**src/mmio_config.svh**
```systemverilog
`ifndef MMIO_CONFIG_SVH
`define MMIO_CONFIG_SVH

// bus widths
`define MMIO_ADDR_W       32
`define MMIO_DATA_W       32

// peripheral widths and sizes
`define FB_ADDR_W         20
`define LINE_COORD_W      10
`define TONE_PERIOD_W     24
`define TONE_PERIOD_RST   24'h555
`define SAMPLE_W          24
`define BTN_FIFO_DEPTH    8

// top address nibble of each region
`define REGION_MMIO       4'h8
`define REGION_FB         4'h9

// ----------------------------------------
// register offsets inside the mmio region
// ----------------------------------------
`define ADDR_CYCLE_CNT    28'h000_0010
`define ADDR_CNT_CLEAR    28'h000_0018
`define ADDR_BTN_EMPTY    28'h000_0020
`define ADDR_BTN_DATA     28'h000_0024
`define ADDR_SWITCHES     28'h000_0028
`define ADDR_LEDS         28'h000_0030
`define ADDR_TONE_EN      28'h000_0034
`define ADDR_TONE_PERIOD  28'h000_0038
`define ADDR_SAMPLE_FULL  28'h000_0040
`define ADDR_SAMPLE_DATA  28'h000_0044
`define ADDR_LINE_X0      28'h001_0000
`define ADDR_LINE_X1      28'h001_0004
`define ADDR_LINE_Y0      28'h001_0008
`define ADDR_LINE_Y1      28'h001_000C
`define ADDR_LINE_COLOR   28'h001_0010
`define ADDR_LINE_FIRE    28'h001_0014

`endif

```
**src/mmio_pkg.sv**
```systemverilog
`include "mmio_config.svh"

package mmio_pkg;

    // one bus address, seen as a register or as a pixel
    typedef union packed {
        struct packed {
            logic [3:0]                 region;
            logic [`MMIO_ADDR_W-5:0]    offset;
        } reg_view;
        struct packed {
            logic [3:0]                             region;
            logic [`MMIO_ADDR_W-5-`FB_ADDR_W:0]     unused;
            logic [`FB_ADDR_W-1:0]                  index;
        } fb_view;
    } mmio_addr_u;

    // decoded register select
    typedef enum logic [4:0] {
        sel_cycle_cnt,
        sel_cnt_clear,
        sel_btn_empty,
        sel_btn_data,
        sel_switches,
        sel_leds,
        sel_tone_en,
        sel_tone_period,
        sel_sample_full,
        sel_sample_data,
        sel_line_x0,
        sel_line_x1,
        sel_line_y0,
        sel_line_y1,
        sel_line_color,
        sel_line_fire,
        sel_fb_pixel,
        sel_unmapped
    } mmio_reg_e;

endpackage

```
**src/apb_mmio_ctrl.sv**
```systemverilog
`timescale 1ns/10ps
`include "mmio_config.svh"

module apb_mmio_ctrl import mmio_pkg::*; (
    input  logic                        clk,
    input  logic                        rst,
    input  logic                        psel,
    input  logic                        penable,
    input  logic                        pwrite,
    input  mmio_addr_u                  paddr,
    input  logic [`MMIO_DATA_W-1:0]     pwdata,
    input  logic [`MMIO_DATA_W-1:0]     cycle_cnt,
    input  logic                        btn_empty,
    input  logic [3:0]                  btn_data,
    input  logic [1:0]                  switches,
    input  logic [5:0]                  leds_val,
    input  logic                        tone_en_val,
    input  logic [`TONE_PERIOD_W-1:0]   tone_period_val,
    input  logic                        sample_full,
    input  logic [`LINE_COORD_W-1:0]    x0_val,
    input  logic [`LINE_COORD_W-1:0]    x1_val,
    input  logic [`LINE_COORD_W-1:0]    y0_val,
    input  logic [`LINE_COORD_W-1:0]    y1_val,
    input  logic                        color_val,
    output logic [`MMIO_DATA_W-1:0]     prdata,
    output logic                        pready,
    output logic                        pslverr,
    output mmio_reg_e                   wr_sel,
    output logic                        wr_stb,
    output logic                        rd_pop,
    output logic [`MMIO_DATA_W-1:0]     wdata
);

    logic access;   // completing cycle of a transfer
    logic mapped;
    logic psel_q;

    assign access  = psel && penable;
    assign mapped  = (wr_sel != sel_unmapped);
    assign pready  = access;                   // zero wait states
    assign pslverr = access && !mapped;
    assign wr_stb  = access && pwrite && mapped;
    assign rd_pop  = access && !pwrite && (wr_sel == sel_btn_data);
    assign wdata   = pwdata;

    // ----------------------------------------
    // address decode
    // ----------------------------------------
    always_comb begin
        wr_sel = sel_unmapped;
        if (paddr.reg_view.region == `REGION_FB) begin
            wr_sel = sel_fb_pixel;
        end else if (paddr.reg_view.region == `REGION_MMIO) begin
            case (paddr.reg_view.offset)
                `ADDR_CYCLE_CNT:   wr_sel = sel_cycle_cnt;
                `ADDR_CNT_CLEAR:   wr_sel = sel_cnt_clear;
                `ADDR_BTN_EMPTY:   wr_sel = sel_btn_empty;
                `ADDR_BTN_DATA:    wr_sel = sel_btn_data;
                `ADDR_SWITCHES:    wr_sel = sel_switches;
                `ADDR_LEDS:        wr_sel = sel_leds;
                `ADDR_TONE_EN:     wr_sel = sel_tone_en;
                `ADDR_TONE_PERIOD: wr_sel = sel_tone_period;
                `ADDR_SAMPLE_FULL: wr_sel = sel_sample_full;
                `ADDR_SAMPLE_DATA: wr_sel = sel_sample_data;
                `ADDR_LINE_X0:     wr_sel = sel_line_x0;
                `ADDR_LINE_X1:     wr_sel = sel_line_x1;
                `ADDR_LINE_Y0:     wr_sel = sel_line_y0;
                `ADDR_LINE_Y1:     wr_sel = sel_line_y1;
                `ADDR_LINE_COLOR:  wr_sel = sel_line_color;
                `ADDR_LINE_FIRE:   wr_sel = sel_line_fire;
                default:           wr_sel = sel_unmapped;
            endcase
        end
    end

    // read mux, write-only and unmapped read as zero
    always_comb begin
        prdata = '0;
        case (wr_sel)
            sel_cycle_cnt:   prdata = cycle_cnt;
            sel_btn_empty:   prdata[0] = btn_empty;
            sel_btn_data:    prdata[3:0] = btn_data;
            sel_switches:    prdata[1:0] = switches;
            sel_leds:        prdata[5:0] = leds_val;
            sel_tone_en:     prdata[0] = tone_en_val;
            sel_tone_period: prdata[`TONE_PERIOD_W-1:0] = tone_period_val;
            sel_sample_full: prdata[0] = sample_full;
            sel_line_x0:     prdata[`LINE_COORD_W-1:0] = x0_val;
            sel_line_x1:     prdata[`LINE_COORD_W-1:0] = x1_val;
            sel_line_y0:     prdata[`LINE_COORD_W-1:0] = y0_val;
            sel_line_y1:     prdata[`LINE_COORD_W-1:0] = y1_val;
            sel_line_color:  prdata[0] = color_val;
            default:         prdata = '0;
        endcase
    end

    // setup phase tracking
    always_ff @(posedge clk) begin
        if (rst) begin
            psel_q <= 1'b0;
        end else begin
            psel_q <= psel;
        end
    end

    // access phase must follow a setup phase
    assert property (@(posedge clk) disable iff (rst) $rose(penable) |-> psel_q)
        else $error("penable rose without a setup cycle");

endmodule

```
**src/button_fifo.sv**
```systemverilog
`timescale 1ns/10ps
`include "mmio_config.svh"

module button_fifo import mmio_pkg::*; (
    input  logic        clk,
    input  logic        rst,
    input  logic [3:0]  buttons,
    input  logic        pop,
    output logic        empty,
    output logic [3:0]  data
);

    localparam int PTR_W = $clog2(`BTN_FIFO_DEPTH);
    localparam int CNT_W = $clog2(`BTN_FIFO_DEPTH + 1);

    logic [3:0]       mem [`BTN_FIFO_DEPTH];
    logic [PTR_W-1:0] wr_ptr;
    logic [PTR_W-1:0] rd_ptr;
    logic [CNT_W-1:0] count;
    logic [3:0]       cap_q;    // captured pattern, pushed next cycle
    logic             cap_vld;
    logic             room;
    logic             do_pop;

    assign empty  = (count == '0);
    assign do_pop = pop && !empty;         // pop on empty ignored
    // leave space for a capture already in flight
    assign room   = (count + CNT_W'(cap_vld)) < CNT_W'(`BTN_FIFO_DEPTH);
    assign data   = empty ? 4'h0 : mem[rd_ptr];

    // ----------------------------------------
    // capture stage
    // ----------------------------------------
    always_ff @(posedge clk) begin
        if (rst) begin
            cap_vld <= 1'b0;
        end else begin
            cap_vld <= (|buttons) && room;
        end
    end

    always_ff @(posedge clk) begin
        if ((|buttons) && room) cap_q <= buttons;
        if (cap_vld) mem[wr_ptr] <= cap_q;
    end

    // pointers and fill level
    always_ff @(posedge clk) begin
        if (rst) begin
            wr_ptr <= '0;
            rd_ptr <= '0;
            count  <= '0;
        end else begin
            if (cap_vld) wr_ptr <= wr_ptr + 1'b1;
            if (do_pop) rd_ptr <= rd_ptr + 1'b1;
            case ({cap_vld, do_pop})
                2'b10:   count <= count + 1'b1;
                2'b01:   count <= count - 1'b1;
                default: count <= count;
            endcase
        end
    end

    assert property (@(posedge clk) disable iff (rst)
        cap_vld |-> count < CNT_W'(`BTN_FIFO_DEPTH))
        else $error("button FIFO push while full");

    assert property (@(posedge clk) disable iff (rst)
        count <= CNT_W'(`BTN_FIFO_DEPTH))
        else $error("button FIFO count above depth");

endmodule

```
**src/board_io_regs.sv**
```systemverilog
`timescale 1ns/10ps
`include "mmio_config.svh"

module board_io_regs import mmio_pkg::*; (
    input  logic                        clk,
    input  logic                        rst,
    input  mmio_reg_e                   wr_sel,
    input  logic                        wr_stb,
    input  logic [`MMIO_DATA_W-1:0]     wdata,
    output logic [`MMIO_DATA_W-1:0]     cycle_cnt,
    output logic [5:0]                  leds,
    output logic [7:0]                  pmod_leds,
    output logic                        tone_output_enable,
    output logic [`TONE_PERIOD_W-1:0]   tone_switch_period,
    output logic [`SAMPLE_W-1:0]        sample_din,
    output logic                        sample_wr_en
);

    logic sample_wr;

    assign sample_wr = wr_stb && (wr_sel == sel_sample_data);

    // free running, cleared by a write to cnt_clear
    always_ff @(posedge clk) begin
        if (rst || (wr_stb && wr_sel == sel_cnt_clear)) begin
            cycle_cnt <= '0;
        end else begin
            cycle_cnt <= cycle_cnt + 1'b1;
        end
    end

    // ----------------------------------------
    // leds and tone generator
    // ----------------------------------------
    always_ff @(posedge clk) begin
        if (rst) begin
            leds               <= '0;
            pmod_leds          <= '0;
            tone_output_enable <= 1'b0;
            tone_switch_period <= `TONE_PERIOD_RST;
        end else if (wr_stb) begin
            case (wr_sel)
                sel_leds: begin
                    leds      <= wdata[5:0];
                    pmod_leds <= wdata[15:8];
                end
                sel_tone_en:     tone_output_enable <= wdata[0];
                sel_tone_period: tone_switch_period <= wdata[`TONE_PERIOD_W-1:0];
                default: ;
            endcase
        end
    end

    // audio sample push, full flag is left to software
    always_ff @(posedge clk) begin
        if (rst) begin
            sample_wr_en <= 1'b0;
        end else begin
            sample_wr_en <= sample_wr;
        end
    end

    always_ff @(posedge clk) begin
        if (sample_wr) sample_din <= wdata[`SAMPLE_W-1:0];
    end

    assert property (@(posedge clk) disable iff (rst)
        sample_wr_en && $past(sample_wr_en) |-> $past(sample_wr))
        else $error("sample_wr_en held without a new sample write");

endmodule

```
**src/video_draw_regs.sv**
```systemverilog
`timescale 1ns/10ps
`include "mmio_config.svh"

module video_draw_regs import mmio_pkg::*; (
    input  logic                        clk,
    input  logic                        rst,
    input  mmio_reg_e                   wr_sel,
    input  logic                        wr_stb,
    input  logic [`MMIO_DATA_W-1:0]     wdata,
    input  logic [`FB_ADDR_W-1:0]       fb_index,
    input  logic                        hdmi_rx_ready,
    output logic                        fb_we,
    output logic [`FB_ADDR_W-1:0]       fb_addr,
    output logic                        fb_data,
    output logic [`LINE_COORD_W-1:0]    x0,
    output logic [`LINE_COORD_W-1:0]    x1,
    output logic [`LINE_COORD_W-1:0]    y0,
    output logic [`LINE_COORD_W-1:0]    y1,
    output logic                        color,
    output logic                        hdmi_rx_valid
);

    logic pix_wr;

    assign pix_wr = wr_stb && (wr_sel == sel_fb_pixel);

    // ----------------------------------------
    // framebuffer pixel port
    // ----------------------------------------
    always_ff @(posedge clk) begin
        if (rst) begin
            fb_we <= 1'b0;
        end else begin
            fb_we <= pix_wr;    // one cycle per pixel write
        end
    end

    always_ff @(posedge clk) begin
        if (pix_wr) begin
            fb_addr <= fb_index;
            fb_data <= wdata[0];   // 1 bit per pixel
        end
    end

    // line endpoints, color and fire
    always_ff @(posedge clk) begin
        if (rst) begin
            x0            <= '0;
            x1            <= '0;
            y0            <= '0;
            y1            <= '0;
            color         <= 1'b0;
            hdmi_rx_valid <= 1'b0;
        end else begin
            // fire dropped if the engine is busy
            hdmi_rx_valid <= wr_stb && (wr_sel == sel_line_fire) && hdmi_rx_ready;
            if (wr_stb) begin
                case (wr_sel)
                    sel_line_x0:    x0 <= wdata[`LINE_COORD_W-1:0];
                    sel_line_x1:    x1 <= wdata[`LINE_COORD_W-1:0];
                    sel_line_y0:    y0 <= wdata[`LINE_COORD_W-1:0];
                    sel_line_y1:    y1 <= wdata[`LINE_COORD_W-1:0];
                    sel_line_color: color <= wdata[0];
                    default: ;
                endcase
            end
        end
    end

    assert property (@(posedge clk) disable iff (rst)
        hdmi_rx_valid |-> $past(hdmi_rx_ready))
        else $error("hdmi_rx_valid without ready in the previous cycle");

endmodule

```
**src/mmio_top.sv**
```systemverilog
`timescale 1ns/10ps
`include "mmio_config.svh"

module mmio_top import mmio_pkg::*; (
    input  logic                        clk,
    input  logic                        rst,
    // apb slave
    input  logic                        psel,
    input  logic                        penable,
    input  logic                        pwrite,
    input  mmio_addr_u                  paddr,
    input  logic [`MMIO_DATA_W-1:0]     pwdata,
    output logic [`MMIO_DATA_W-1:0]     prdata,
    output logic                        pready,
    output logic                        pslverr,
    // board io
    input  logic [3:0]                  buttons,
    input  logic [1:0]                  switches,
    output logic [5:0]                  leds,
    output logic [7:0]                  pmod_leds,
    output logic                        tone_output_enable,
    output logic [`TONE_PERIOD_W-1:0]   tone_switch_period,
    output logic [`SAMPLE_W-1:0]        sample_din,
    output logic                        sample_wr_en,
    input  logic                        async_fifo_full,
    // video
    output logic                        fb_we,
    output logic [`FB_ADDR_W-1:0]       fb_addr,
    output logic                        fb_data,
    output logic [`LINE_COORD_W-1:0]    x0,
    output logic [`LINE_COORD_W-1:0]    x1,
    output logic [`LINE_COORD_W-1:0]    y0,
    output logic [`LINE_COORD_W-1:0]    y1,
    output logic                        color,
    output logic                        hdmi_rx_valid,
    input  logic                        hdmi_rx_ready
);

    mmio_reg_e                  wr_sel;
    logic                       wr_stb;
    logic                       rd_pop;
    logic [`MMIO_DATA_W-1:0]    wdata;
    logic [`MMIO_DATA_W-1:0]    cycle_cnt;
    logic                       btn_empty;
    logic [3:0]                 btn_data;

    apb_mmio_ctrl u_ctrl (
        .clk(clk), .rst(rst),
        .psel(psel), .penable(penable), .pwrite(pwrite),
        .paddr(paddr), .pwdata(pwdata),
        .cycle_cnt(cycle_cnt),
        .btn_empty(btn_empty), .btn_data(btn_data),
        .switches(switches),
        .leds_val(leds),
        .tone_en_val(tone_output_enable),
        .tone_period_val(tone_switch_period),
        .sample_full(async_fifo_full),
        .x0_val(x0), .x1_val(x1), .y0_val(y0), .y1_val(y1),
        .color_val(color),
        .prdata(prdata), .pready(pready), .pslverr(pslverr),
        .wr_sel(wr_sel), .wr_stb(wr_stb), .rd_pop(rd_pop), .wdata(wdata)
    );

    button_fifo u_btn_fifo (
        .clk(clk), .rst(rst),
        .buttons(buttons), .pop(rd_pop),
        .empty(btn_empty), .data(btn_data)
    );

    board_io_regs u_board_io (
        .clk(clk), .rst(rst),
        .wr_sel(wr_sel), .wr_stb(wr_stb), .wdata(wdata),
        .cycle_cnt(cycle_cnt),
        .leds(leds), .pmod_leds(pmod_leds),
        .tone_output_enable(tone_output_enable),
        .tone_switch_period(tone_switch_period),
        .sample_din(sample_din), .sample_wr_en(sample_wr_en)
    );

    // pixel index straight from the framebuffer view of the address
    video_draw_regs u_video (
        .clk(clk), .rst(rst),
        .wr_sel(wr_sel), .wr_stb(wr_stb), .wdata(wdata),
        .fb_index(paddr.fb_view.index),
        .hdmi_rx_ready(hdmi_rx_ready),
        .fb_we(fb_we), .fb_addr(fb_addr), .fb_data(fb_data),
        .x0(x0), .x1(x1), .y0(y0), .y1(y1), .color(color),
        .hdmi_rx_valid(hdmi_rx_valid)
    );

endmodule

```
**config.mk**
```make
export PLATFORM = sky130hd
export DESIGN_NAME = mmio_top
export DESIGN_NICKNAME = d
export VERILOG_FILES = /design/src/mmio_pkg.sv /design/src/apb_mmio_ctrl.sv /design/src/button_fifo.sv /design/src/board_io_regs.sv /design/src/video_draw_regs.sv /design/src/mmio_top.sv
export VERILOG_INCLUDE_DIRS = /design/src /design/src/src
export SDC_FILE = /design/constraint.sdc
export NUM_CORES = 1
export LEC_CHECK = 0
export ABC_CLOCK_PERIOD_IN_PS = 3900
export BUFFER_PORTS_ARGS = -buffer_cell sky130_fd_sc_hd__buf_2
export CORE_MARGIN = 2
export CORE_UTILIZATION = 45
export CTS_CLUSTER_SIZE = 28
export DETAILED_ROUTE_END_ITERATION = 6
export GPL_TIMING_DRIVEN = 0
export HOLD_SLACK_MARGIN = 0.1
export PLACE_DENSITY_LB_ADDON = 0.1
export RECOVER_POWER = 50
export SYNTH_ARGS = -nofsm -noshare
export SYNTH_HDL_FRONTEND = slang
export SYNTH_SLANG_ARGS = --single-unit
```
**constraint.sdc**
```tcl
create_clock -name clk -period 3.9 [get_ports clk]
set_input_delay 0.195 -clock clk [delete_from_list [all_inputs] [get_ports clk]]
set_output_delay 0.195 -clock clk [all_outputs]
set_load 0.03 [all_outputs]
```
== After elaboration in Yosys (flattened, before gate mapping) ==
Memories as Yosys holds them, arrays and structs flattened. A register that Yosys moved wholly into a read port is not among the register bits.
Index checks and enable logic that the tools add are counted.
Widths: inputs -> output; s select.
Operators by class
  add/sub/neg operators: 6
  $mul: 0
  div/mod/pow operators: 0
  $lt $le $gt $ge: 1
  eq/ne operators: 37
  shift operators: 0
  mux-type cells: 16
  bitwise logic cells: 0
  reduce and logical (&&, ||, !) cells: 29
Operator list (number)
  $eq 28x17->1 const B: 6
  $eq 28x6->1 const B: 6
  $pmux 5 s16: 1
  $eq 28x5->1 const B: 2
  $eq 28x7->1 const B: 2
  $eq 5x4->1 const B: 8
  $add 32x1->32 const B: 1
  $pmux 14 s2: 1
  $pmux 4 s6: 1
  $eq 5x3->1 const B: 4
  $pmux 2 s8: 1
  $reduce_and 2->1: 8
  $pmux 2 s7: 1
  $logic_and 1x1->1: 13
  $pmux 1 s13: 1
  $eq 5x2->1 const B: 2
  $mux 5: 2
  $pmux 1 s9: 1
  $eq 4x4->1 const B: 2
  $mux 8: 1
  $pmux 4 s2: 1
  $add 3x1->3 const B: 2
  $mux 3: 2
  $eq 5x1->1 const B: 1
  16 further kinds: 19
Storage, ports and cells
  register bits: 175
  bits in latches: 0
  memory bits (writable): 32
  bits in read-only memories: 0
  input bits: 77
  logic and storage cells: 111
  memories kept: 1
Memories
  u_btn_fifo.mem: depth 8, width 4, rd ports 1, clocked after Yosys merged registers in 1, wr ports 1, RTL line button_fifo.sv:16  | logic [3:0] mem [`BTN_FIFO_DEPTH];

== Logic depth before layout (Yosys ltp) ==
  word-level depth: 9
  mapped depth: 13
  mapped depth without buffers: 12

== Cells and area by module ==
A second synthesis with hierarchy kept.
Second synthesis, totals
  cells, all modules: 919
  area total of the unflattened synthesis: 9630.5 um^2
Modules (own cells, without submodules)
  board_io_regs: instances 1, cells each 379, area an instance 3644.7 um^2, seq. area each 2162.1 um^2
  video_draw_regs: instances 1, cells each 178, area an instance 2359.8 um^2, seq. area each 1491.4 um^2
  button_fifo: instances 1, cells each 133, area an instance 2034.5 um^2, seq. area each 1361.3 um^2
  apb_mmio_ctrl: instances 1, cells each 229, area an instance 1591.5 um^2, seq. area each 0.0 um^2

== Worst setup path before layout ==
No wires, ideal clock.
  kind: input port to flip-flop
  start: input paddr[20] in the netlist's numbering
  end: register u_btn_fifo.count[2]
  arrival time: 3042 ps
  data required time: 3830 ps
  path slack: 788 ps
  stages on the path: 13
  path buffers: 1
  path through: nor4_1 nand4_1 buf_2 nor3_1 nand4_1 nor4_4 ha_1 xor2_1 ha_1 a21oi_1 xor2_1 or3_1 a21oi_1
On the way
  longest elaborated chain between the ends: 9
  elaborated cells between the ends (all ways): 26
  classes of those cells: eq/ne: 19; mux: 4; reduce/logical: 3
RTL lines
  from (decl): RTL line mmio_top.sv:11  | input mmio_addr_u paddr,
  $eq 28x17->1, or another cell as far along: RTL line apb_mmio_ctrl.sv:54  | case (paddr.reg_view.offset)
  $pmux 5 s16 (*): RTL line apb_mmio_ctrl.sv:54
  $mux 5 (*): RTL line apb_mmio_ctrl.sv:53  | end else if (paddr.reg_view.region == `REGION_MMIO) begin
  $mux 5 (*): RTL line apb_mmio_ctrl.sv:51  | if (paddr.reg_view.region == `REGION_FB) begin
  $eq 5x2->1 (*): RTL line apb_mmio_ctrl.sv:43  | assign rd_pop = access && !pwrite && (wr_sel == sel_btn_data);
  $logic_and 1x1->1 (*): RTL line apb_mmio_ctrl.sv:43
  $logic_and 1x1->1 (*): RTL line button_fifo.sv:26  | assign do_pop = pop && !empty;
  $eq 2x1->1 / $eq 2x2->1 (equally long branches): RTL line button_fifo.sv:56  | case ({cap_vld, do_pop})
  $pmux 4 s2 / $reduce_bool 2->1 (equally long branches)
  to (signal assigned): RTL line button_fifo.sv:57  | 2'b10: count <= count + 1'b1;
  to (signal assigned): RTL line button_fifo.sv:58  | 2'b01: count <= count - 1'b1;
  to (signal assigned): RTL line button_fifo.sv:59  | default: count <= count;
  to (decl): RTL line button_fifo.sv:19  | logic [CNT_W-1:0] count;
Mark *: on every way between the ends. The rest lies on a longest branch, timed or not.
A chain may end at the register's enable or synchronous reset.

== Worst setup path in the final report ==
  start: input paddr[2] in the netlist's numbering
  end: output prdata[0]
On the way
  longest elaborated chain between the ends: 6
  elaborated cells between the ends (all ways): 33
  classes of those cells: eq/ne: 28; mux: 4; reduce/logical: 1
RTL lines
  $eq 28x17->1, or another cell as far along: RTL line apb_mmio_ctrl.sv:54
  $pmux 5 s16 (*): RTL line apb_mmio_ctrl.sv:54
  $mux 5 (*): RTL line apb_mmio_ctrl.sv:53
  $mux 5 (*): RTL line apb_mmio_ctrl.sv:51
  $eq 5x4->1, or another cell as far along: RTL line apb_mmio_ctrl.sv:79  | case (wr_sel)
  $pmux 1 s13 (*): RTL line apb_mmio_ctrl.sv:79
  to (decl): RTL line mmio_top.sv:13  | output logic [`MMIO_DATA_W-1:0] prdata,
Marks and branches as above.

==> flow_summary.ini <==
[routing]
initialDrtViolationCount = 536
via_per_inst = 5.26
dr.pass1.iters = 5
ant_nets = 0
routed_wirelength_mm = 25.6
wl_per_cell_um = 18.0
vias = 7471
drc = 0

[worst_setup_path]
startpoint_type = primary input
cp_slowest_cell = a222oi_1
critical_path_class = primary input to output port
critPathCaptureType = output port
critPathMaxFanout = 8
max_stage_delay_ns = 0.54
critPathBufInv = 4
cpMostUsedCell = buf_2
cp.arrival_ns = 3.53
crit_chain = dlygate4sd3_1 -> buf_2 -> or3b_1 -> o32a_1 -> a21boi_4 -> or3_1 -> buf_6 -> mux2_2 -> a222oi_1 -> o2111ai_2 -> buf_2
worstPathRequired_ns = 3.70
critical-path-top-delay-family = compound AO/OA/AOI/OAI gates

[cells_and_area]
nNetsFinal = 1221
final_area_um2 = 11800
final_common_cell = buf_2
utilization_pct = 60.3
stdcell_count = 1421
diodes = 0
drive_gt1_share_pct = 26.0
area_growth_pct = 31.2
final_cell_mix = buf_2, nor2_1, dfxtp_1, edfxtp_1, nand2_1

[clock_tree]
htree_levels = 1
cts_root_buffer = clkbuf_16
path_clk_slew_ns = 0.06
cts_setup_buffers = 0
cts_max_path_buffers = 3
cts_sinks = 210
cts_buffers = 24
clk_latency_ns = 0.52
cts_tree = done

[placement]
place_area_um2 = 10500
place.gp.congestion = 0.877
pre_cts_slack_ns = 0.00864
port_buffers = 229
dp_hpwl_mm = 18.3
dpl.cell_count = 1326

[sta]
layout_min_cycle_time_ns = 3.72
slew_headroom_pct = 37.9
fin_ws_ns = 0.177
drv_slew = 0
skew_ns = 0.0107
holdWs_ns = 0.157
max_freq_ghz = 0.269
rsz0062_at_grt = yes
fin_tns_setup_ns = 0
finalSetupViolCount = 0
fin_crit_sh_pct = 95.5
worstMarginPinSlew_ns = 0.930
hold_violations = 0

[logic_synthesis]
synth-async-reset-ratio_pct = 0
ys_ff_latch = 210
netlist_area_um2 = 8980
yosysWarnings = 0
ys.flop_type = dfxtp_1
postSynthCellCount = 831
syn_nets = 914
synth_cell_types = 68
syn_area_per_cell_um2 = 10.8
synth-edff-count = 81
synth_seq_area_share_pct = 55.9

[floorplan]
io_pins = 239
start_util_pct = 46.0
rows = 51
dieArea_um2 = 21100
die_y_um = 145
die_w_um = 145
core_um2 = 19500

[pwr]
irDropWorstVdd_uv = 396
power.density_nw_per_um2 = 401
p_leak_nw = 4.95
power.total_mw = 4.73

[global_routing]
grt_max_degree = 25
grtUsageTotal_pct = 23.9
grt_pass1_wl_mm = 40.2
grt_pass1_vias = 7230
grt_overflow = 0
antenna_found_initial = 0

[min_path]
hold_class = primary input to register

[outcome]
status = finished clean

[run]
drv_cap = 0
[cells in the mapped netlist, types with 9 or more instances]
master	count	area, um^2
and3_1	9	56.3
mux2i_1	61	611
nor3_1	10	50.1
a22o_1	15	131
nand3_1	29	145
a222oi_1	9	90.1
nand2_1	74	278
mux2_2	12	135
xnor2_1	16	140
and2_1	9	56.3
edfxtp_1	81	2430
a22oi_1	9	67.6
clkbuf_1	32	120
a21oi_1	25	125
nand4_1	10	62.6
nor4_1	11	68.8
inv_1	10	37.5
dfxtp_1	129	2580
xor2_1	24	210
nor2_1	141	529
[worst reg2reg max path: stages, from the launching register on]
cell	delay, ns
dfxtp_1	0.30
clkbuf_1	0.26
nor4_1	0.16
nor4_1	0.21
nand3_1	0.18
nor4_4	0.44
ha_1	0.34
xor2_1	0.17
ha_1	0.16
a21oi_1	0.05
xor2_1	0.16
or3_1	0.30
a21oi_1	0.13
[logic make-up after synthesis]
family,count (synthesis),synth area share (%)
DFF,210,55.9
AOI/OAI and AO/OA,97,8.08
and+or+nand+nor,339,17.9
buffers and inverters,56,2.79
adders and majority gates,6,0.836
xor gates and xnor gates,40,3.90
muxes,83,10.6
[layout make-up]
class | instances | area, um^2
buffer | 46 | 216
clock buffer | 33 | 706
clock inverter | 11 | 85.1
fill | 1731 | 7750
inverter | 10 | 37.5
multi-input combinational | 565 | 3750
sequential | 210 | 5010
tap | 265 | 332
timing repair buffer | 281 | 1640
[final timing paths]
check,from,endpoint,slack (ns),cells past startpoint
worst min register to register,u_board_io.tone_switch_period[11]$_SDFFE_PP0P_,u_board_io.tone_switch_period[11]$_SDFFE_PP0P_,0.46,2
worst max register to register,u_btn_fifo.count[1]$_SDFFE_PP0P_,u_btn_fifo.count[2]$_SDFFE_PP0P_,0.96,12
worst max-delay path,paddr[2],prdata[0],0.18,11
worst min-delay path,paddr[29],u_video.fb_we$_SDFF_PP0_,0.16,4
[repair_timing]
action / 4_1_cts / 5_1_grt
resized for setup: 0 / 11
hold endpoints to repair: 125 / 0
endpoints found under the setup margin: 0 / 24
hold buffers: 51 / 0
[layer usage]
metal	share of wire (%)	vias up	GRT usage, %
met5	0	-	0
met4	2.9	0	7.65
met3	8.6	46	4.81
met2	45	327	37.8
met1	44	3487	33.1
li1	-	3611	-
[state kept, by name, indices dropped and copies added, names as in the netlist, 10 cells and up, named ones only]
| register | cells |
|---|---|
| u_video.x0 | 10 |
| u_board_io.sample_din | 24 |
| u_video.y0 | 10 |
| u_board_io.cycle_cnt | 32 |
| u_video.y1 | 10 |
| u_video.x1 | 10 |
| u_video.fb_addr | 20 |
| u_btn_fifo.mem | 32 |
| u_board_io.tone_switch_period | 24 |
[power breakdown]
part | switching (mW) | internal, mW | leakage [nW] | total (mW)
Clock | 0.903 | 1.28 | 0.386 | 2.18
Sequential | 0.0177 | 2.30 | 1.78 | 2.32
Combinational | 0.130 | 0.100 | 2.78 | 0.230
Note: power is estimated with default switching activity, not from simulation.
